`src/include/dram_stage_defs.svh`:
```
// Widths and sizes of the DRAM staging subsystem, included by every RTL and testbench file
`ifndef DRAM_STAGE_DEFS_SVH
`define DRAM_STAGE_DEFS_SVH

// One LSAB entry is a halfword
`define DS_HALF_W 16

// One DRAM column holds two halfwords, written as four masked bytes
`define DS_COL_W 32

// Halfword address; bit 0 picks the half inside a column
`define DS_ADDR_W 12

// Block count and count sent allow at most 31 halfwords per move
`define DS_COUNT_W 5

// Entries per LSAB section
`define DS_FIFO_DEPTH 32

// One column per even halfword address
`define DS_DRAM_COLS 2048

`endif
```
`src/hdl/dram_stage_pkg.sv`:
```
// Types shared by the staging RTL and its testbench, imported where a module needs them
`default_nettype none

`include "dram_stage_defs.svh"

package dram_stage_pkg;

	// Index of one of the four LSAB sections
	typedef logic [1:0] section_t;

	// One DRAM column seen two ways
	// The read side fills it a halfword at a time, the write side
	// stores it a byte at a time under the write mask.
	typedef union packed {
		logic [1:0][`DS_HALF_W-1:0] half;  // [1] is the odd halfword address, [0] the even one
		logic [3:0][7:0]            lane;  // Lane b is enabled by write mask bit b
	} column_u;

endpackage

`default_nettype wire

```
`src/hdl/lsab_sections.sv`:
```
// Four halfword FIFOs of the load/store staging buffer, filled from outside and drained by the mover
`timescale 1ns/1ns
`default_nettype none

`include "dram_stage_defs.svh"

module lsab_sections (
	input  logic                     CLK,
	input  logic                     RST,
	input  logic                     fill_write,
	input  dram_stage_pkg::section_t fill_section,
	input  logic [`DS_HALF_W-1:0]    fill_data,
	input  logic                     lsab_read,
	input  dram_stage_pkg::section_t lsab_section,
	output logic [3:0]               empty,
	output logic [`DS_HALF_W-1:0]    rd_data,
	output logic                     rd_valid
);

	localparam int AW = $clog2(`DS_FIFO_DEPTH);

	logic [`DS_HALF_W-1:0] mem [4][`DS_FIFO_DEPTH];
	logic [AW-1:0]         wr_ptr [4];
	logic [AW-1:0]         rd_ptr [4];
	logic [AW:0]           occ [4];
	logic [3:0]            full;
	logic [3:0]            push;
	logic [3:0]            pop;

	always_comb
	begin
		for (int i = 0; i < 4; i++)
		begin
			empty[i] = (occ[i] == '0);
			full[i]  = (occ[i] == (AW+1)'(`DS_FIFO_DEPTH));
			push[i]  = fill_write && (fill_section == 2'(i)) && !full[i];  // Full section drops the write
			pop[i]   = lsab_read && (lsab_section == 2'(i)) && !empty[i];
		end
	end

	// Only one section is written per cycle
	always_ff @(posedge CLK)
	begin
		if (|push)
			mem[fill_section][wr_ptr[fill_section]] <= fill_data;
	end

	always_ff @(posedge CLK)
	begin
		if (!RST)
		begin
			for (int i = 0; i < 4; i++)
			begin
				wr_ptr[i] <= '0;
				rd_ptr[i] <= '0;
				occ[i] <= '0;
			end
		end
		else
		begin
			for (int i = 0; i < 4; i++)
			begin
				if (push[i])
					wr_ptr[i] <= wr_ptr[i] + 1'b1;  // Depth is a power of two so pointers wrap
				if (pop[i])
					rd_ptr[i] <= rd_ptr[i] + 1'b1;
				occ[i] <= occ[i] + (AW+1)'(push[i]) - (AW+1)'(pop[i]);
			end
		end
	end

	// Popped halfword appears one cycle after the read strobe
	always_ff @(posedge CLK)
	begin
		if (|pop)
			rd_data <= mem[lsab_section][rd_ptr[lsab_section]];
	end

	always_ff @(posedge CLK)
	begin
		if (!RST)
			rd_valid <= 1'b0;
		else
			rd_valid <= |pop;
	end

	// The mover must look at the empty flag before it reads
	a_no_read_empty: assert property (
		@(posedge CLK) disable iff (!RST)
		lsab_read |-> !empty[lsab_section]
	);

	// The fill agent must not overrun a section
	a_no_write_full: assert property (
		@(posedge CLK) disable iff (!RST)
		fill_write |-> !full[fill_section]
	);

endmodule

`default_nettype wire

```
`config.mk`:
```
export PLATFORM = sky130hd
export DESIGN_NAME = lsab_sections
export DESIGN_NICKNAME = d
export VERILOG_FILES = /design/src/hdl/dram_stage_pkg.sv /design/src/hdl/lsab_sections.sv
export VERILOG_INCLUDE_DIRS = /design/src /design/src/include
export SDC_FILE = /design/constraint.sdc
export NUM_CORES = 2
export LEC_CHECK = 0
export BUFFER_PORTS_ARGS = -buffer_cell sky130_fd_sc_hd__buf_2
export CAP_MARGIN = 20
export CELL_PAD_IN_SITES_DETAIL_PLACEMENT = 2
export CELL_PAD_IN_SITES_GLOBAL_PLACEMENT = 2
export CORE_MARGIN = 4
export CORE_UTILIZATION = 54
export DETAILED_ROUTE_END_ITERATION = 8
export PLACE_DENSITY_LB_ADDON = 0.1
export REMOVE_ABC_BUFFERS = 1
export SETUP_SLACK_MARGIN = 0.4
export SYNTH_ARGS = -nofsm -noshare
export SYNTH_HDL_FRONTEND = slang
export SYNTH_SLANG_ARGS = --single-unit
```
`constraint.sdc`:
```
create_clock -name CLK -period 9.1 [get_ports CLK]
set_input_delay 1.82 -clock CLK [delete_from_list [all_inputs] [get_ports CLK]]
set_output_delay 1.82 -clock CLK [all_outputs]
set_load 0.02 [all_outputs]
```
==> results of run 1 <==
==> through the flow <==
stage | setup slack, ps | cell area (um^2) | hold WS (ps) | std cells
2_1_floorplan | 3253 | 82230 | 573.1 | 3875
3_3_place_gp | 2101 | 86550 | 604.8 | 6112
==> cell families after synthesis <==
kind of cell             count (synthesis)  synth area share [%]
flip-flops                            2129                 76.42
AND/OR/NAND/NOR                        907                 4.985
multiplexers                           559                 14.56
buffers and inverters                  267                 1.485
AO/OA/AOI/OAI                          159                 1.417
adder cells (fa/ha/maj)                 48                0.7568
XOR/XNOR                                36                0.3784
==> impl_metrics.py, run 1 <==
metrics = {
    "status": {
        "status": "stopped before the end",
        "stop_stage": "3_5_place_dp",
        "firstError": "[ERROR DPL-0033] detailed placement checks failed during check placement.",
    },
    "logic_synthesis": {
        "synth_top_cells_by_count": "edfxtp_1, mux4_2, nand2_1, nand3_1, nor2_1",
        "synth_cell_types": 54,
        "synth_cells": 4105,
        "yosysMostFrequentCell": "edfxtp_1",
        "synth-edff-count": 2104,
        "netlist_area_um2": 83330,
        "yosysSeqAreaShare_pct": 76.42,
        "synth_top_cell_by_area": "edfxtp_1",
        "ys.flop_type": "edfxtp_1",
        "ys_ff_latch": 2129,
        "yosys_warnings": 0,
        "synth_top_area_share_pct": 75.82,
        "syn_avg_cell_area_um2": 20.30,
        "synth_area_leaders": "edfxtp_1, mux4_2, nand2_1, nand3_1, ha_1",
        "async_reset_ff_share_pct": 0,
    },
    "die": {
        "dieHeight_um": 400.8,
        "start_util_pct": 54.60,
        "ios": 45,
        "die_x_um": 400.8,
        "rows": 143,
    },
    "placement": {
        "place.detailed.hpwl_mm": 188.9,
        "place_congestion": 0.8334,
        "portBuffers": 44,
    },
}
==> run 2: changes to the inputs <==
--- a/config.mk
+++ b/config.mk
@@ -8,14 +8,11 @@
 export LEC_CHECK = 0
 export BUFFER_PORTS_ARGS = -buffer_cell sky130_fd_sc_hd__buf_2
 export CAP_MARGIN = 20
-export CELL_PAD_IN_SITES_DETAIL_PLACEMENT = 2
-export CELL_PAD_IN_SITES_GLOBAL_PLACEMENT = 2
 export CORE_MARGIN = 4
-export CORE_UTILIZATION = 54
+export CORE_UTILIZATION = 40
 export DETAILED_ROUTE_END_ITERATION = 8
-export PLACE_DENSITY_LB_ADDON = 0.1
+export PLACE_DENSITY_LB_ADDON = 0.15
 export REMOVE_ABC_BUFFERS = 1
-export SETUP_SLACK_MARGIN = 0.4
 export SYNTH_ARGS = -nofsm -noshare
 export SYNTH_HDL_FRONTEND = slang
 export SYNTH_SLANG_ARGS = --single-unit
==> run 2 against run 1 <==
  * The flow now finishes without violations
  * Synthesized cell count is the same
  * Area after synthesis is the same
==> impl_metrics.py, run 2 <==
metrics = {
    "status": {
        "status": "completed",
    },
    "worst_setup_path": {
        "crit_family": "buffers and inverters",
        "cp.arrival_ps": 5770,
        "timing.critical_path.cells": "buf_8 -> buf_12 -> buf_4 -> mux4_2 -> a211oi_1 -> a311oi_1 -> o21ai_0 -> nand4_1",
        "startpoint_type": "input pin",
        "critPathCaptureType": "flip-flop",
        "cp-startpoint": "lsab_section[0]",
        "critical_path_buf_inv_count": 3,
        "worstPathMaxFanout": 78,
        "criticalPathCategory": "input pin to flip-flop",
        "slowest_delay_ps": 910,
        "cp_slowest_cell": "o21ai_0",
        "crit_required_ps": 9650,
        "r2r-start": "occ[3][2]",
    },
    "min_path": {
        "min_from": "wr_ptr[0][0]",
        "hold_class": "flip-flop to flip-flop",
    },
    "clock_network": {
        "cts_resized": 0,
        "clk_latency_ps": 860,
        "cts_hold_buf": 0,
        "clk_path_buf_depth": 3,
        "clock-root-buffer": "clkbuf_16",
        "post_cts.repair.setup_buffers": 0,
        "cts-buffers-inserted": 219,
        "cts_sinks": 2129,
        "path_clk_slew_ps": 60,
        "cts_tree": "done",
        "htree_num_levels": 4,
    },
    "sta": {
        "grt_setup_unrepaired": "false",
        "finalHoldViolations": 0,
        "maxSlewHeadroom_pct": 21.33,
        "fmax_mhz": 191.7,
        "holdWs_ps": 623.6,
        "skew_ps": 51.40,
        "drv_slew": 0,
        "worst_slew_pin_slew_ps": 1180,
        "totalNegativeSetupSlack_ps": 0,
        "fin_crit_ps": 5216,
        "setup_viol_count_final": 0,
        "fin_crit_sh_pct": 57.32,
    },
    "finish": {
        "post-route-util_pct": 45.76,
        "synthToLayoutAreaGrowth_pct": 13.70,
        "seqCellArea_um2": 63680,
        "multi_input_area_um2": 18650,
        "final_cells": 7288,
        "final_cell_mix": "edfxtp_1, mux4_2, nand2_1",
        "final_nets": 4387,
        "largest_reg_flops": 2048,
        "drive_gt1_share_pct": 24.79,
        "fillers": 17480,
        "layout_commonest_cell": "edfxtp_1",
    },
    "logic_synthesis": {
        "synth_top_cells_by_count": "edfxtp_1, mux4_2, nand2_1, nand3_1, nor2_1",
        "synth_cells": 4105,
        "netlist_area_um2": 83330,
        "ys_ff_latch": 2129,
        "synth_cell_types": 54,
        "async_reset_ff_share_pct": 0,
        "syn_avg_cell_area_um2": 20.30,
        "ys.flop_type": "edfxtp_1",
        "synth_area_leaders": "edfxtp_1, mux4_2, nand2_1, nand3_1, ha_1",
        "yosys_warnings": 0,
        "synth-edff-count": 2104,
        "synth_top_cell_by_area": "edfxtp_1",
        "yosysSeqAreaShare_pct": 76.42,
        "yosysMostFrequentCell": "edfxtp_1",
        "synth_top_area_share_pct": 75.82,
    },
    "global_routing": {
        "grt_usage_pct": 21.23,
        "grt_pass1_vias": 41460,
        "antenna_found_initial": 4,
        "grt_max_degree": 117,
        "overflow": 0,
        "grt_first_pass_wirelength_mm": 326.1,
    },
    "route": {
        "drc": 0,
        "wl_per_cell_um": 31.51,
        "initialDrtViolationCount": 4431,
        "dr_total_vias": 41120,
        "dr.pass1.iters": 5,
        "totalWireLength_mm": 229.7,
        "ant_nets": 0,
        "via_per_inst": 5.642,
    },
    "placement": {
        "dp.cells": 6879,
        "place_congestion": 0.8058,
        "place.detailed.hpwl_mm": 138.4,
        "portBuffers": 44,
    },
    "die": {
        "dieHeight_um": 464.4,
        "die_x_um": 464.4,
        "ios": 45,
        "rows": 167,
        "die-area_um2": 215700,
        "start_util_pct": 40.24,
        "core_area_um2": 207100,
    },
    "power": {
        "leakage_nw": 29.67,
        "total_power_mw": 21.65,
        "power_density_nw_per_um2": 228.5,
        "ir_drop_mv": 0.2093,
    },
    "flow_run": {
        "max_cap_violations": 0,
    },
}
run 2: cell counts after synthesis:
Identical to the previous run, type by type.
run 2: layout make-up:
cell class / instances / area share, %
Tap cell: 2788 / 3.682
Inverter: 37 / 0.1466
Sequential cell: 2129 / 67.21
Clock buffer: 286 / 6.138
Multi-Input combinational cell: 1709 / 19.68
Timing Repair Buffer: 219 / 1.983
Clock inverter: 113 / 1.142
Antenna cell: 7 / 0.01849
run 2: metrics by stage:
step	worst slack [ps]	cell area, um^2
after floorplan	3253	82230
after global placement	2740	87500
after detailed placement	2901	87780
after CTS	3832	94670
after global routing	3729	94740
final	3884	94750
run 2: final timing paths:
check	end	slack [ps]	cells after the start
setup / recovery	rd_data[0]	3880	8
hold / removal	wr_ptr[0][0]	620	1
hold reg to reg	wr_ptr[0][0]	620	1
setup reg to reg	mem[3][95]	5220	8
run 2: where the power goes:
part / leakage (nW) / switching (mW) / internal (mW)
combinational: 7.14 / 1.34 / 0.619
clock: 3.35 / 3.76 / 4.92
sequential: 19.2 / 0.0918 / 10.9
run 2: per-layer routing:
| metal | vias up | global-route usage (%) | wire [um] |
|---|---|---|---|
| li1 | 17170 | - | - |
| met1 | 22400 | 30.57 | 99670 |
| met2 | 1304 | 34.42 | 112000 |
| met5 | - | 0 | 0 |
| met3 | 248 | 3.296 | 13130 |
| met4 | 0 | 4.755 | 4857 |
run 2: logic make-up (layout without fill, tap and decap cells):
| logic type | count (synthesis) | count (layout) | synth area share (%) |
|---|---|---|---|
| other | 0 | 7 | 0 |
| AOI/OAI and AO/OA | 159 | 159 | 1.417 |
| muxes | 559 | 559 | 14.56 |
| xor gates and xnor gates | 36 | 36 | 0.3784 |
| DFF | 2129 | 2129 | 76.42 |
| adders and majority gates | 48 | 48 | 0.7568 |
| and+or+nand+nor | 907 | 907 | 4.985 |
| buffers and inverters | 267 | 655 | 1.485 |
(Power assumes the default switching activity.)
