===== src/include/dram_stage_defs.svh =====
// Widths and sizes of the DRAM staging subsystem, included by every RTL and testbench file
`ifndef DRAM_STAGE_DEFS_SVH
`define DRAM_STAGE_DEFS_SVH

// One LSAB entry is a halfword
`define DS_HALF_W 16

// One DRAM column holds two halfwords, written as four masked bytes
`define DS_COL_W 32

// Halfword address; bit 0 picks the half inside a column
`define DS_ADDR_W 12

// Block count and count sent allow at most 31 halfwords per move
`define DS_COUNT_W 5

// Entries per LSAB section
`define DS_FIFO_DEPTH 32

// One column per even halfword address
`define DS_DRAM_COLS 2048

`endif

===== src/hdl/dram_stage_pkg.sv =====
// Types shared by the staging RTL and its testbench, imported where a module needs them
`default_nettype none

`include "dram_stage_defs.svh"

package dram_stage_pkg;

	// Index of one of the four LSAB sections
	typedef logic [1:0] section_t;

	// One DRAM column seen two ways
	// The read side fills it a halfword at a time, the write side
	// stores it a byte at a time under the write mask.
	typedef union packed {
		logic [1:0][`DS_HALF_W-1:0] half;  // [1] is the odd halfword address, [0] the even one
		logic [3:0][7:0]            lane;  // Lane b is enabled by write mask bit b
	} column_u;

endpackage

`default_nettype wire


===== src/hdl/block_mover_todram.sv =====
// Block mover that drains a counted run of halfwords from one LSAB section into masked DRAM column writes
`timescale 1ns/1ns
`default_nettype none

`include "dram_stage_defs.svh"

module block_mover_todram (
	input  logic                     CLK,
	input  logic                     RST,
	input  logic [3:0]               empty,
	output logic                     lsab_read,
	output dram_stage_pkg::section_t lsab_section,
	output logic                     mover_half_odd,
	input  logic [`DS_ADDR_W-1:0]    start_address,
	input  logic [`DS_COUNT_W-1:0]   count,
	input  dram_stage_pkg::section_t section,
	input  logic                     issue,
	output logic [`DS_COUNT_W-1:0]   count_sent,
	output logic                     working,
	output logic [`DS_ADDR_W-2:0]    dram_addr,
	output logic [3:0]               dram_we,
	output logic                     dram_request
);

	logic                   busy;
	logic [`DS_ADDR_W-1:0]  track_addr;
	logic [`DS_COUNT_W-1:0] cmd_count;
	logic [`DS_COUNT_W-1:0] n_read;
	logic                   sel_empty;
	logic                   read_more;
	logic                   odd_done;
	logic                   flush;
	logic                   pre_request;
	logic [`DS_ADDR_W-2:0]  pre_addr;
	logic [3:0]             pre_we;

	assign sel_empty      = empty[lsab_section];
	assign read_more      = (n_read != cmd_count);
	assign lsab_read      = busy && !sel_empty && read_more;  // One halfword per busy cycle
	assign mover_half_odd = track_addr[0];
	assign odd_done       = lsab_read && track_addr[0];       // This read completes a column

	// A move that ends right after an even-address read leaves a lone low half behind
	assign flush = busy && !lsab_read && track_addr[0] && (n_read != '0);

	always_ff @(posedge CLK)
	begin
		if (!RST)
		begin
			busy <= 1'b0;
			lsab_section <= '0;
			cmd_count <= '0;
			n_read <= '0;
			track_addr <= '0;
			count_sent <= '0;
		end
		else if (!busy)
		begin
			lsab_section <= section;  // Command is latched every idle cycle and issue starts it
			cmd_count <= count;
			n_read <= '0;
			track_addr <= start_address;
			busy <= issue;
		end
		else if (lsab_read)
		begin
			track_addr <= track_addr + 1'b1;
			n_read <= n_read + 1'b1;
		end
		else
		begin
			busy <= 1'b0;  // Section empty or count reached
			count_sent <= n_read;
		end
	end

	// Column address and mask travel with the request through a two-stage delay
	always_ff @(posedge CLK)
	begin
		if (odd_done)
		begin
			pre_addr <= track_addr[`DS_ADDR_W-1:1];
			pre_we <= {2'b11, {2{n_read != '0}}};  // Low half only if this move read it
		end
		if (flush)
			dram_addr <= track_addr[`DS_ADDR_W-1:1];
		else if (pre_request)
			dram_addr <= pre_addr;
	end

	always_ff @(posedge CLK)
	begin
		if (!RST)
		begin
			pre_request <= 1'b0;
			dram_request <= 1'b0;
			dram_we <= '0;
			working <= 1'b0;
		end
		else
		begin
			pre_request <= odd_done;
			working <= busy;  // Lags busy by one cycle on both edges
			if (flush)
			begin
				dram_request <= 1'b1;  // Flush is already one cycle late, so skip the delay
				dram_we <= 4'b0011;
			end
			else
			begin
				dram_request <= pre_request;  // Gives the column register a cycle to take the data
				dram_we <= pre_request ? pre_we : 4'b0000;
			end
		end
	end

	// A flush takes priority in the request stage, so it must never meet a pending column write
	a_flush_alone: assert property (
		@(posedge CLK) disable iff (!RST)
		flush |-> !pre_request
	);

endmodule

`default_nettype wire


===== config.mk =====
export PLATFORM = sky130hd
export DESIGN_NAME = block_mover_todram
export DESIGN_NICKNAME = d
export VERILOG_FILES = /design/src/hdl/dram_stage_pkg.sv /design/src/hdl/block_mover_todram.sv
export VERILOG_INCLUDE_DIRS = /design/src /design/src/include
export SDC_FILE = /design/constraint.sdc
export NUM_CORES = 1
export LEC_CHECK = 0
export BUFFER_PORTS_ARGS = -buffer_cell sky130_fd_sc_hd__buf_2
export CORE_AREA = 5 5 78 80
export CTS_CLUSTER_SIZE = 10
export DETAILED_ROUTE_END_ITERATION = 7
export DIE_AREA = 0 0 83 85
export PLACE_DENSITY_LB_ADDON = 0.15
export SYNTH_ARGS = -nofsm -noshare
export SYNTH_HDL_FRONTEND = slang
export SYNTH_SLANG_ARGS = --single-unit

===== constraint.sdc =====
create_clock -name CLK -period 2.4 [get_ports CLK]
set_clock_uncertainty 0.2 [all_clocks]
set_input_delay 0.48 -clock CLK [delete_from_list [all_inputs] [get_ports CLK]]
set_output_delay 0.48 -clock CLK [all_outputs]
set_load 0.01 [all_outputs]

-- Word level (Yosys, flattened, before mapping)
Index checks and enable logic that the tools add are counted.
W data, S select, Z words.
- flip-flop bits (word level): 59
- input port bits: 26
- output and inout port bits: 26
- equal/unequal tests: 2
- bitwise logic cells: 3
- reduce and logical (&&, ||, !) cells: 13
- $add $sub $neg: 2
- mux-type cells: 11
- $lt $le $gt $ge: 1
- operators by type and width (operator ; count):
    $mux W12 ; 2
    $mux W11 ; 2
    $add A12 B1 Y12 const B ; 1
    $logic_and A1 B1 Y1 ; 6
    $add A5 B1 Y5 const B ; 1
    $ne A5 B5 Y1 ; 1
    $reduce_bool A5 Y1 ; 1
    $mux W1 ; 4
    $mux W2 ; 2
    $reduce_and A2 Y1 ; 2
    $lt A2 B3 Y1 const B ; 1
    $not A1 Y1 ; 3
    $reduce_or A3 Y1 ; 1
    $bmux W1 S2 ; 1
    $logic_not A1 Y1 ; 2
    $ne A2 B2 Y1 const B ; 1
    $reduce_bool A2 Y1 ; 1

-- Depth between registers and ports, before layout
Gate-level depths: netlist of run 1.
- depth in word-level cells: 10
- gate-level depth with buffers: 8

-- Least setup slack after synthesis of run 1
Ideal clock, no wire load.
- kind: in2reg
- start: input empty[3]
- end: register pre_addr[0] (enable)
- stages: 4
- setup slack: -0.140 ns
- setup time: 0.355 ns
- data arrival time: 1.985 ns
- cells stage by stage: mux4_2 > a21oi_1 > clkbuf_1 > and3_1
- longest elaborated chain between the ends: 6
- RTL lines (what ; line ; RTL):
    from (decl) ; block_mover_todram.sv:10 ; input logic [3:0] empty,
    $bmux W1 S2 ; block_mover_todram.sv:37 ; assign sel_empty = empty[lsab_section];
    $mux W1 (not written as such) ; block_mover_todram.sv:37 ;
    $logic_not A1 Y1 ; block_mover_todram.sv:39 ; assign lsab_read = busy && !sel_empty && read_more;
    $logic_and A1 B1 Y1 (2 in a row) ; block_mover_todram.sv:39 ;
    $logic_and A1 B1 Y1 ; block_mover_todram.sv:41 ; assign odd_done = lsab_read && track_addr[0];
    net odd_done ; block_mover_todram.sv:31 ; logic odd_done;
    to (signal assigned) ; block_mover_todram.sv:82 ; pre_addr <= track_addr[`DS_ADDR_W-1:1];
    to (decl) ; block_mover_todram.sv:34 ; logic [`DS_ADDR_W-2:0] pre_addr;
The timed path passes the listed nets, and every way through them passes these cells. The select of a mux whose other input is x is not followed.
A chain may end at the register's enable or synchronous reset.

-- Final worst setup path of run 1
- start: register lsab_section[0]
- end: register track_addr[5]
- longest elaborated chain between the ends: 6
- RTL lines (what ; line ; RTL):
    from (decl) ; block_mover_todram.sv:12 ; output dram_stage_pkg::section_t lsab_section,
    from (signal assigned) ; block_mover_todram.sv:59 ; lsab_section <= section;
    $bmux W1 S2 ; block_mover_todram.sv:37 ;
    $mux W1 (not written as such) ; block_mover_todram.sv:37 ;
    $logic_not A1 Y1 ; block_mover_todram.sv:39 ;
    $logic_and A1 B1 Y1 (2 in a row) ; block_mover_todram.sv:39 ;
    $ne A2 B2 Y1 (no source line) ; - ;
    to (signal assigned) ; block_mover_todram.sv:62 ; track_addr <= start_address;
    to (signal assigned) ; block_mover_todram.sv:67 ; track_addr <= track_addr + 1'b1;
    to (decl) ; block_mover_todram.sv:26 ; logic [`DS_ADDR_W-1:0] track_addr;
Every way passes these cells. The select of a mux whose other input is x is not followed.

==> flow_summary.ini, run 1 <==
[global_routing]
antenna_found_initial = 0
overall_fraction_of_global_route_tracks_in_use_pct = 16.1
largest_net_degree_at_the_start_of_global_routing = 22
grt_overflow = 0
wire_length_of_the_first_global_routing_pass_mm = 8.94
grt_pass1_vias = 1931

[clock_network]
tritoncts = yes
cts-buffers-inserted = 9
clock_tree.root_cell = clkbuf_8
clk_pin_slew_worst_paths_ns = 0.06
clock_latency_ns = 0.33
sink_count_of_the_clock_tree = 58
clock_tree.buffer_depth = 2
h-tree-depth = 3

[worst_setup_path]
path_buf_inv = 2
crit_family = multiplexers
crit_path_end_kind = flip-flop
startpoint_type = flip-flop
critPathMaxStageDelay_ns = 0.52
worst_ep_required_time_ns = 2.46
crit_slowest_cell = mux4_2
path_max_fanout = 8
timing.setup.critical_path_class = reg2reg
list_of_cells_traversed_by_the_critical_path = mux4_2, a21o_4, buf_6, buf_4, or4_1, a31oi_1
critical_path_arrival_ns = 2.37

[routing]
route.vias.total = 1905
drt_drc_violations_left = 0
routed_wl_mm = 5.36
detail_route.iter0.violations = 123
detail-route-antenna-nets = 0
dr_pass1_iterations = 4
post_detailed_route_via_to_cell_ratio = 5.18
wire_per_inst_um = 14.6

[power_and_ir_drop]
vdd_drop_max_mv = 0.351
leakage_uw = 0.00126
power_density_nw_per_um2 = 711

[layout]
fillers = 507
area_growth_pct = 25.2
seq_area_um2 = 1390
final_common_cell = buf_2
finish.net_count = 320
most-common-layout-cells = buf_2 (51), dfxtp_1 (34), edfxtp_1 (23), o21ai_0 (19), buf_4 (18)
multi_input_comb_area_um2 = 1000
finish.utilization_pct = 58.1
drive_gt1_share_pct = 33.8
finish.instance_area_um2 = 3100
num_antenna_cells = 0

[placement]
post-dp-hpwl_mm = 3.64
port_buffers = 51
gp_congestion = 0.780
standard_cell_area_after_detailed_placement_um2 = 2860

[synthesis]
synth_fp_nets = 253
yosysTopAreaCellShare_pct = 28.3
syn_inst = 224
share_of_the_synthesized_area_in_compound_gates_ao_oa_aoi_oai_pct = 11.9
synth_simple_gate_area_share_pct = 12.3
synth_top_cells_by_area = dfxtp_1 (28%), edfxtp_1 (28%), o21ai_0 (3.8%)
yosys.area_share.adder_pct = 1.52
yosysWarnings = 0
average_instance_area_after_synthesis_um2 = 11.0
post_synth_xor_area_fraction_pct = 4.60
yosysSeqAreaShare_pct = 56.2
largest_family_of_logic_cells_by_synthesized_area = simple AND/OR/NAND/NOR gates
post_synth_mux_area_share_pct = 9.15
synth.ff_latch_count = 58
cell_area_synth_um2 = 2470
yosysUniqueCellTypes = 35
synth_largest_area_cell = dfxtp_1

[status]
run_status = finished clean

[timing]
slew_headroom_pct = 62.9
max_slew.worst_pin.slew_ns = 0.555
final-max-slew-violation-count = 0
ratio_of_final_minimum_period_to_clock_period_pct = 96.5
final_hold_viol_count = 0
setup_violations = 0
grt_setup_unrepaired = yes
achievable-frequency_ghz = 0.432
post-route-min-period_ns = 2.32

[floorplanning]
io_pins = 52
floorplan.rows = 27
die_width_um = 83
design.core.area_um2 = 5340
initial_core_util_pct = 46.4
chip_height_um = 85
design.die.area_um2 = 7060

[job]
cap_viol_max_count = 0

[min_path]
min_path_type = in2reg
## stage by stage
stage	cells	hold slack (ns)	total power [uW]	setup WS (ns)	setup TNS [ns]
2_1_floorplan	224	0.245	1250	0.0488	0
3_3_place_gp	348	0.250	1330	-0.00922	-0.0287
3_5_place_dp	348	0.258	1340	-0.0458	-0.317
4_1_cts	365	0.171	2210	0.0562	0
5_1_grt	368	0.198	2310	0.000525	0
6_report	368	0.180	2200	0.0849	0
## cells by family after synthesis
group / after synthesis
adder cells (fa/ha/maj): 3
buffers and inverters: 22
XOR/XNOR: 13
flip-flops: 58
multiplexers: 20
AO/OA/AOI/OAI: 51
AND/OR/NAND/NOR: 57
## final timing paths
check,start,endpoint,slack (ns),depth (start not counted)
worst min register to register,count_sent[0]$_SDFFE_PN0N_,count_sent[0]$_SDFFE_PN0N_,0.26,2
worst min-delay path,count[1],cmd_count[1]$_SDFFE_PN0N_,0.18,3
worst max register to register,lsab_section[0]$_SDFFE_PN0N_,track_addr[5]$_SDFFE_PN0P_,0.08,6
worst max-delay path,lsab_section[0]$_SDFFE_PN0N_,track_addr[5]$_SDFFE_PN0P_,0.08,6
## worst reg2reg max path, cell delays in order (launching register included)
cell	delay, ns
dfxtp_2	0.34
mux4_2	0.52
a21o_4	0.23
buf_6	0.14
buf_4	0.15
or4_1	0.49
a31oi_1	0.17
## timing repair
action,4_1_cts,5_1_grt
endpoints found under the setup margin,1,18
buffers inserted,2,2
cloned,0,1
pin swaps,0,1
hold buffers,0,0
gates resized for setup,2,2
hold endpoints to repair,0,0
## sequential cells by signal, summed over array words and instances (netlist names), 2 cells and up
| signal | cells |
|---|---|
| count_sent | 5 |
| dram_addr | 11 |
| track_addr | 12 |
| pre_addr | 11 |
| lsab_section | 2 |
| n_read | 5 |
| dram_we | 2 |
| cmd_count | 5 |
## synthesized netlist by cell type
cell type / n
dfxtp_1: 35
edfxtp_1: 23
o21ai_0: 19
a21oi_1: 15
nor2_1: 15
nand2_1: 14
nand3_1: 11
clkbuf_1: 8
mux2i_1: 8
xnor2_1: 8
inv_1: 7
mux2_2: 7
a31oi_1: 6
a211oi_1: 5
xor2_1: 5
and3_1: 4
mux2_1: 4
ha_1: 3
nand4_1: 3
or3_1: 3
a2111oi_0: 2
buf_2: 2
buf_4: 2
buf_6: 2
o31ai_1: 2
or4_1: 2
a21o_1: 1
a31o_2: 1
and4_1: 1
buf_1: 1
mux4_2: 1
nand2b_1: 1
nand4_4: 1
nor3_4: 1
or4b_2: 1
## layout make-up
| type | count | share of cell area [%] |
|---|---|---|
| Multi-Input combinational cell | 145 | 32.3 |
| Clock inverter | 3 | 1.29 |
| Timing Repair Buffer | 70 | 13.0 |
| Tap cell | 72 | 2.91 |
| Inverter | 7 | 0.848 |
| Clock buffer | 13 | 4.80 |
| Sequential cell | 58 | 44.9 |
## where the power goes
group / leakage, uW / internal (uW) / switching, uW
Sequential: 0.000499 / 1060 / 41.2
Combinational: 0.000663 / 110 / 127
Clock: 0.0000974 / 505 / 361
## routing by layer
layer	up-vias	routed length, um	track usage (%)
li1	950	-	-
met2	35	2730	28.2
met4	0	155	9.51
met1	906	2240	17.5
met5	-	0	0
met3	14	232	4.27
(Power assumes the default switching activity.)
==> run 2, diff against run 1 <==
--- a/config.mk
+++ b/config.mk
@@ -7,11 +7,12 @@
 export NUM_CORES = 1
 export LEC_CHECK = 0
 export BUFFER_PORTS_ARGS = -buffer_cell sky130_fd_sc_hd__buf_2
-export CORE_AREA = 5 5 78 80
+export CORE_AREA = 2 2 75 77
 export CTS_CLUSTER_SIZE = 10
 export DETAILED_ROUTE_END_ITERATION = 7
-export DIE_AREA = 0 0 83 85
+export DIE_AREA = 0 0 77 79
 export PLACE_DENSITY_LB_ADDON = 0.15
+export REMOVE_ABC_BUFFERS = 1
 export SYNTH_ARGS = -nofsm -noshare
 export SYNTH_HDL_FRONTEND = slang
 export SYNTH_SLANG_ARGS = --single-unit
==> run 2 against run 1 <==
  * Cell area decreased by 0.16%
  * Register-to-register slack gained 0.02 ns
  * Via count up 1.9%
  * Sequential cell count unchanged
  * Highest routed layer unchanged
  * Count of clock-buffer cells in the layout up 1
  * Combinational power increased by 3%
  * First-iteration DRC count shrank 37%
  * Hold slack gained 0.0012 ns
  * Die area down 14%
  * Critical path depth decreased by 1
  * Final cell count down 0.54%
  * Sequential share of layout area increased by 0.073 points
==> flow_summary.ini, run 2 (same netlist as run 1, synthesis figures left out) <==
[floorplanning]
chip_height_um = 79
design.core.area_um2 = 5340
initial_core_util_pct = 46.4
die_width_um = 77
design.die.area_um2 = 6080
floorplan.rows = 27
io_pins = 52

[global_routing]
largest_net_degree_at_the_start_of_global_routing = 27
wire_length_of_the_first_global_routing_pass_mm = 8.49
grt_overflow = 0
grt_pass1_vias = 1823
overall_fraction_of_global_route_tracks_in_use_pct = 18.3
antenna_found_initial = 0

[layout]
final_cells = 366
num_antenna_cells = 0
finish.net_count = 318
most-common-layout-cells = buf_2 (50), dfxtp_1 (34), edfxtp_1 (23), o21ai_0 (19), buf_4 (16)
biggestRegsByFlops = track_addr x12, dram_addr x11, pre_addr x11
area_growth_pct = 25.0
max_flop_register = track_addr
drive_gt1_share_pct = 32.7
finish.utilization_pct = 58.0
flip_flop_count_of_the_largest_register_after_layout = 12
final_common_cell = buf_2

[timing]
fin_setup_tns_ns = 0
post-route-min-period_ns = 2.37
max_slew.worst_pin.slew_ns = 0.447
final_hold_viol_count = 0
final-max-slew-violation-count = 0
timing.hold.ws_ns = 0.181
grt_setup_unrepaired = yes
ratio_of_final_minimum_period_to_clock_period_pct = 98.9
achievable-frequency_ghz = 0.421
setup_violations = 0
slew_headroom_pct = 69.4

[worst_setup_path]
startpoint_type = flip-flop
crit_path_end_kind = output port
critical_path_arrival_ns = 1.69
path_max_fanout = 2
crit_family = multiplexers
critPathMaxStageDelay_ns = 0.51
timing.setup.critical_path_class = reg2out
list_of_cells_traversed_by_the_critical_path = mux4_2, a21o_1, buf_12, nor2_4, buf_6
path_buf_inv = 2
worst_ep_required_time_ns = 1.72
crit_slowest_cell = mux4_2
regToRegSetupSlack_ns = 0.10

[status]
run_status = finished clean

[routing]
wl_met3_um = 278
dr_pass1_iterations = 4
met2_wirelength_mm = 2.67
routedLengthMet1_mm = 2.23
wire_per_inst_um = 14.5
routed_wl_mm = 5.31
maxUsedRoutingLayer = met4
post_detailed_route_via_to_cell_ratio = 5.30
detail_route.iter0.violations = 78
detail-route-antenna-nets = 0
drt_drc_violations_left = 0
route.vias.total = 1941

[power_and_ir_drop]
leakage_uw = 0.00125
power_density_nw_per_um2 = 691
vdd_drop_max_mv = 0.448

[placement]
port_buffers = 51
gp_congestion = 0.813
post-dp-hpwl_mm = 3.47
dp.cells = 346

[clock_network]
cts-buffers-inserted = 9
h-tree-depth = 3
cts-hold-fix-buffers = 0
clock_latency_ns = 0.33
tritoncts = yes
clock_tree.root_cell = clkbuf_8
sink_count_of_the_clock_tree = 58
clk_pin_slew_worst_paths_ns = 0.06
clock_tree.buffer_depth = 2

[job]
cap_viol_max_count = 0

[min_path]
min_path_type = in2reg
-- run 2: timing repair --
action | CTS | global route
setup buffers | 3 | 0
setup endpoints to repair | 1 | 22
gates cloned | 0 | 1
pin swaps | 0 | 2
resized for setup | 1 | 5
-- run 2: metrics by stage --
step / area (um^2) / worst slack, ns / total power (uW)
4_1_cts: 3060 / -0.0295 / 2150
2_1_floorplan: 2390 / -0.193 / 1230
3_3_place_gp: 2860 / 0.0129 / 1340
6_report: 3090 / 0.0255 / 2140
3_5_place_dp: 2860 / -0.00164 / 1340
5_1_grt: 3090 / -0.0462 / 2230
-- run 2: worst paths after layout --
check                               start                    endpoint  cells past startpoint
min reg2reg    count_sent[1]$_SDFFE_PN0N_  count_sent[1]$_SDFFE_PN0N_                      2
max          lsab_section[0]$_SDFFE_PN0N_                   lsab_read                      5
min                                 issue             busy$_SDFF_PN0_                      3
max reg2reg  lsab_section[0]$_SDFFE_PN0N_  track_addr[9]$_SDFFE_PN0P_                      6
-- run 2: area by class of cell --
class                           count  area, um^2
Tap cell                           72        90.1
Clock buffer                       14         163
Multi-Input combinational cell    145        1010
Fill cell                         530        2240
Clock inverter                      2        12.5
Sequential cell                    58        1390
Inverter                            7        26.3
Timing Repair Buffer               68         402
-- run 2: power by group --
group	total, uW	internal (uW)	switching, uW
clock	794	430	363
sequential	1100	1060	40.0
combinational	244	109	135
-- run 2: per-layer routing --
metal / global-route usage [%] / vias up
li1: - / 944
met1: 20.6 / 939
met2: 31.2 / 47
met3: 5.34 / 11
met4: 10.4 / 0
met5: 0 / -
-- run 2: worst reg2reg max path: stages, from the launching register on --
cell	delay, ns
dfxtp_2	0.33
mux4_2	0.51
a21o_1	0.21
buf_12	0.14
buf_4	0.18
or4_1	0.51
a31oi_1	0.16
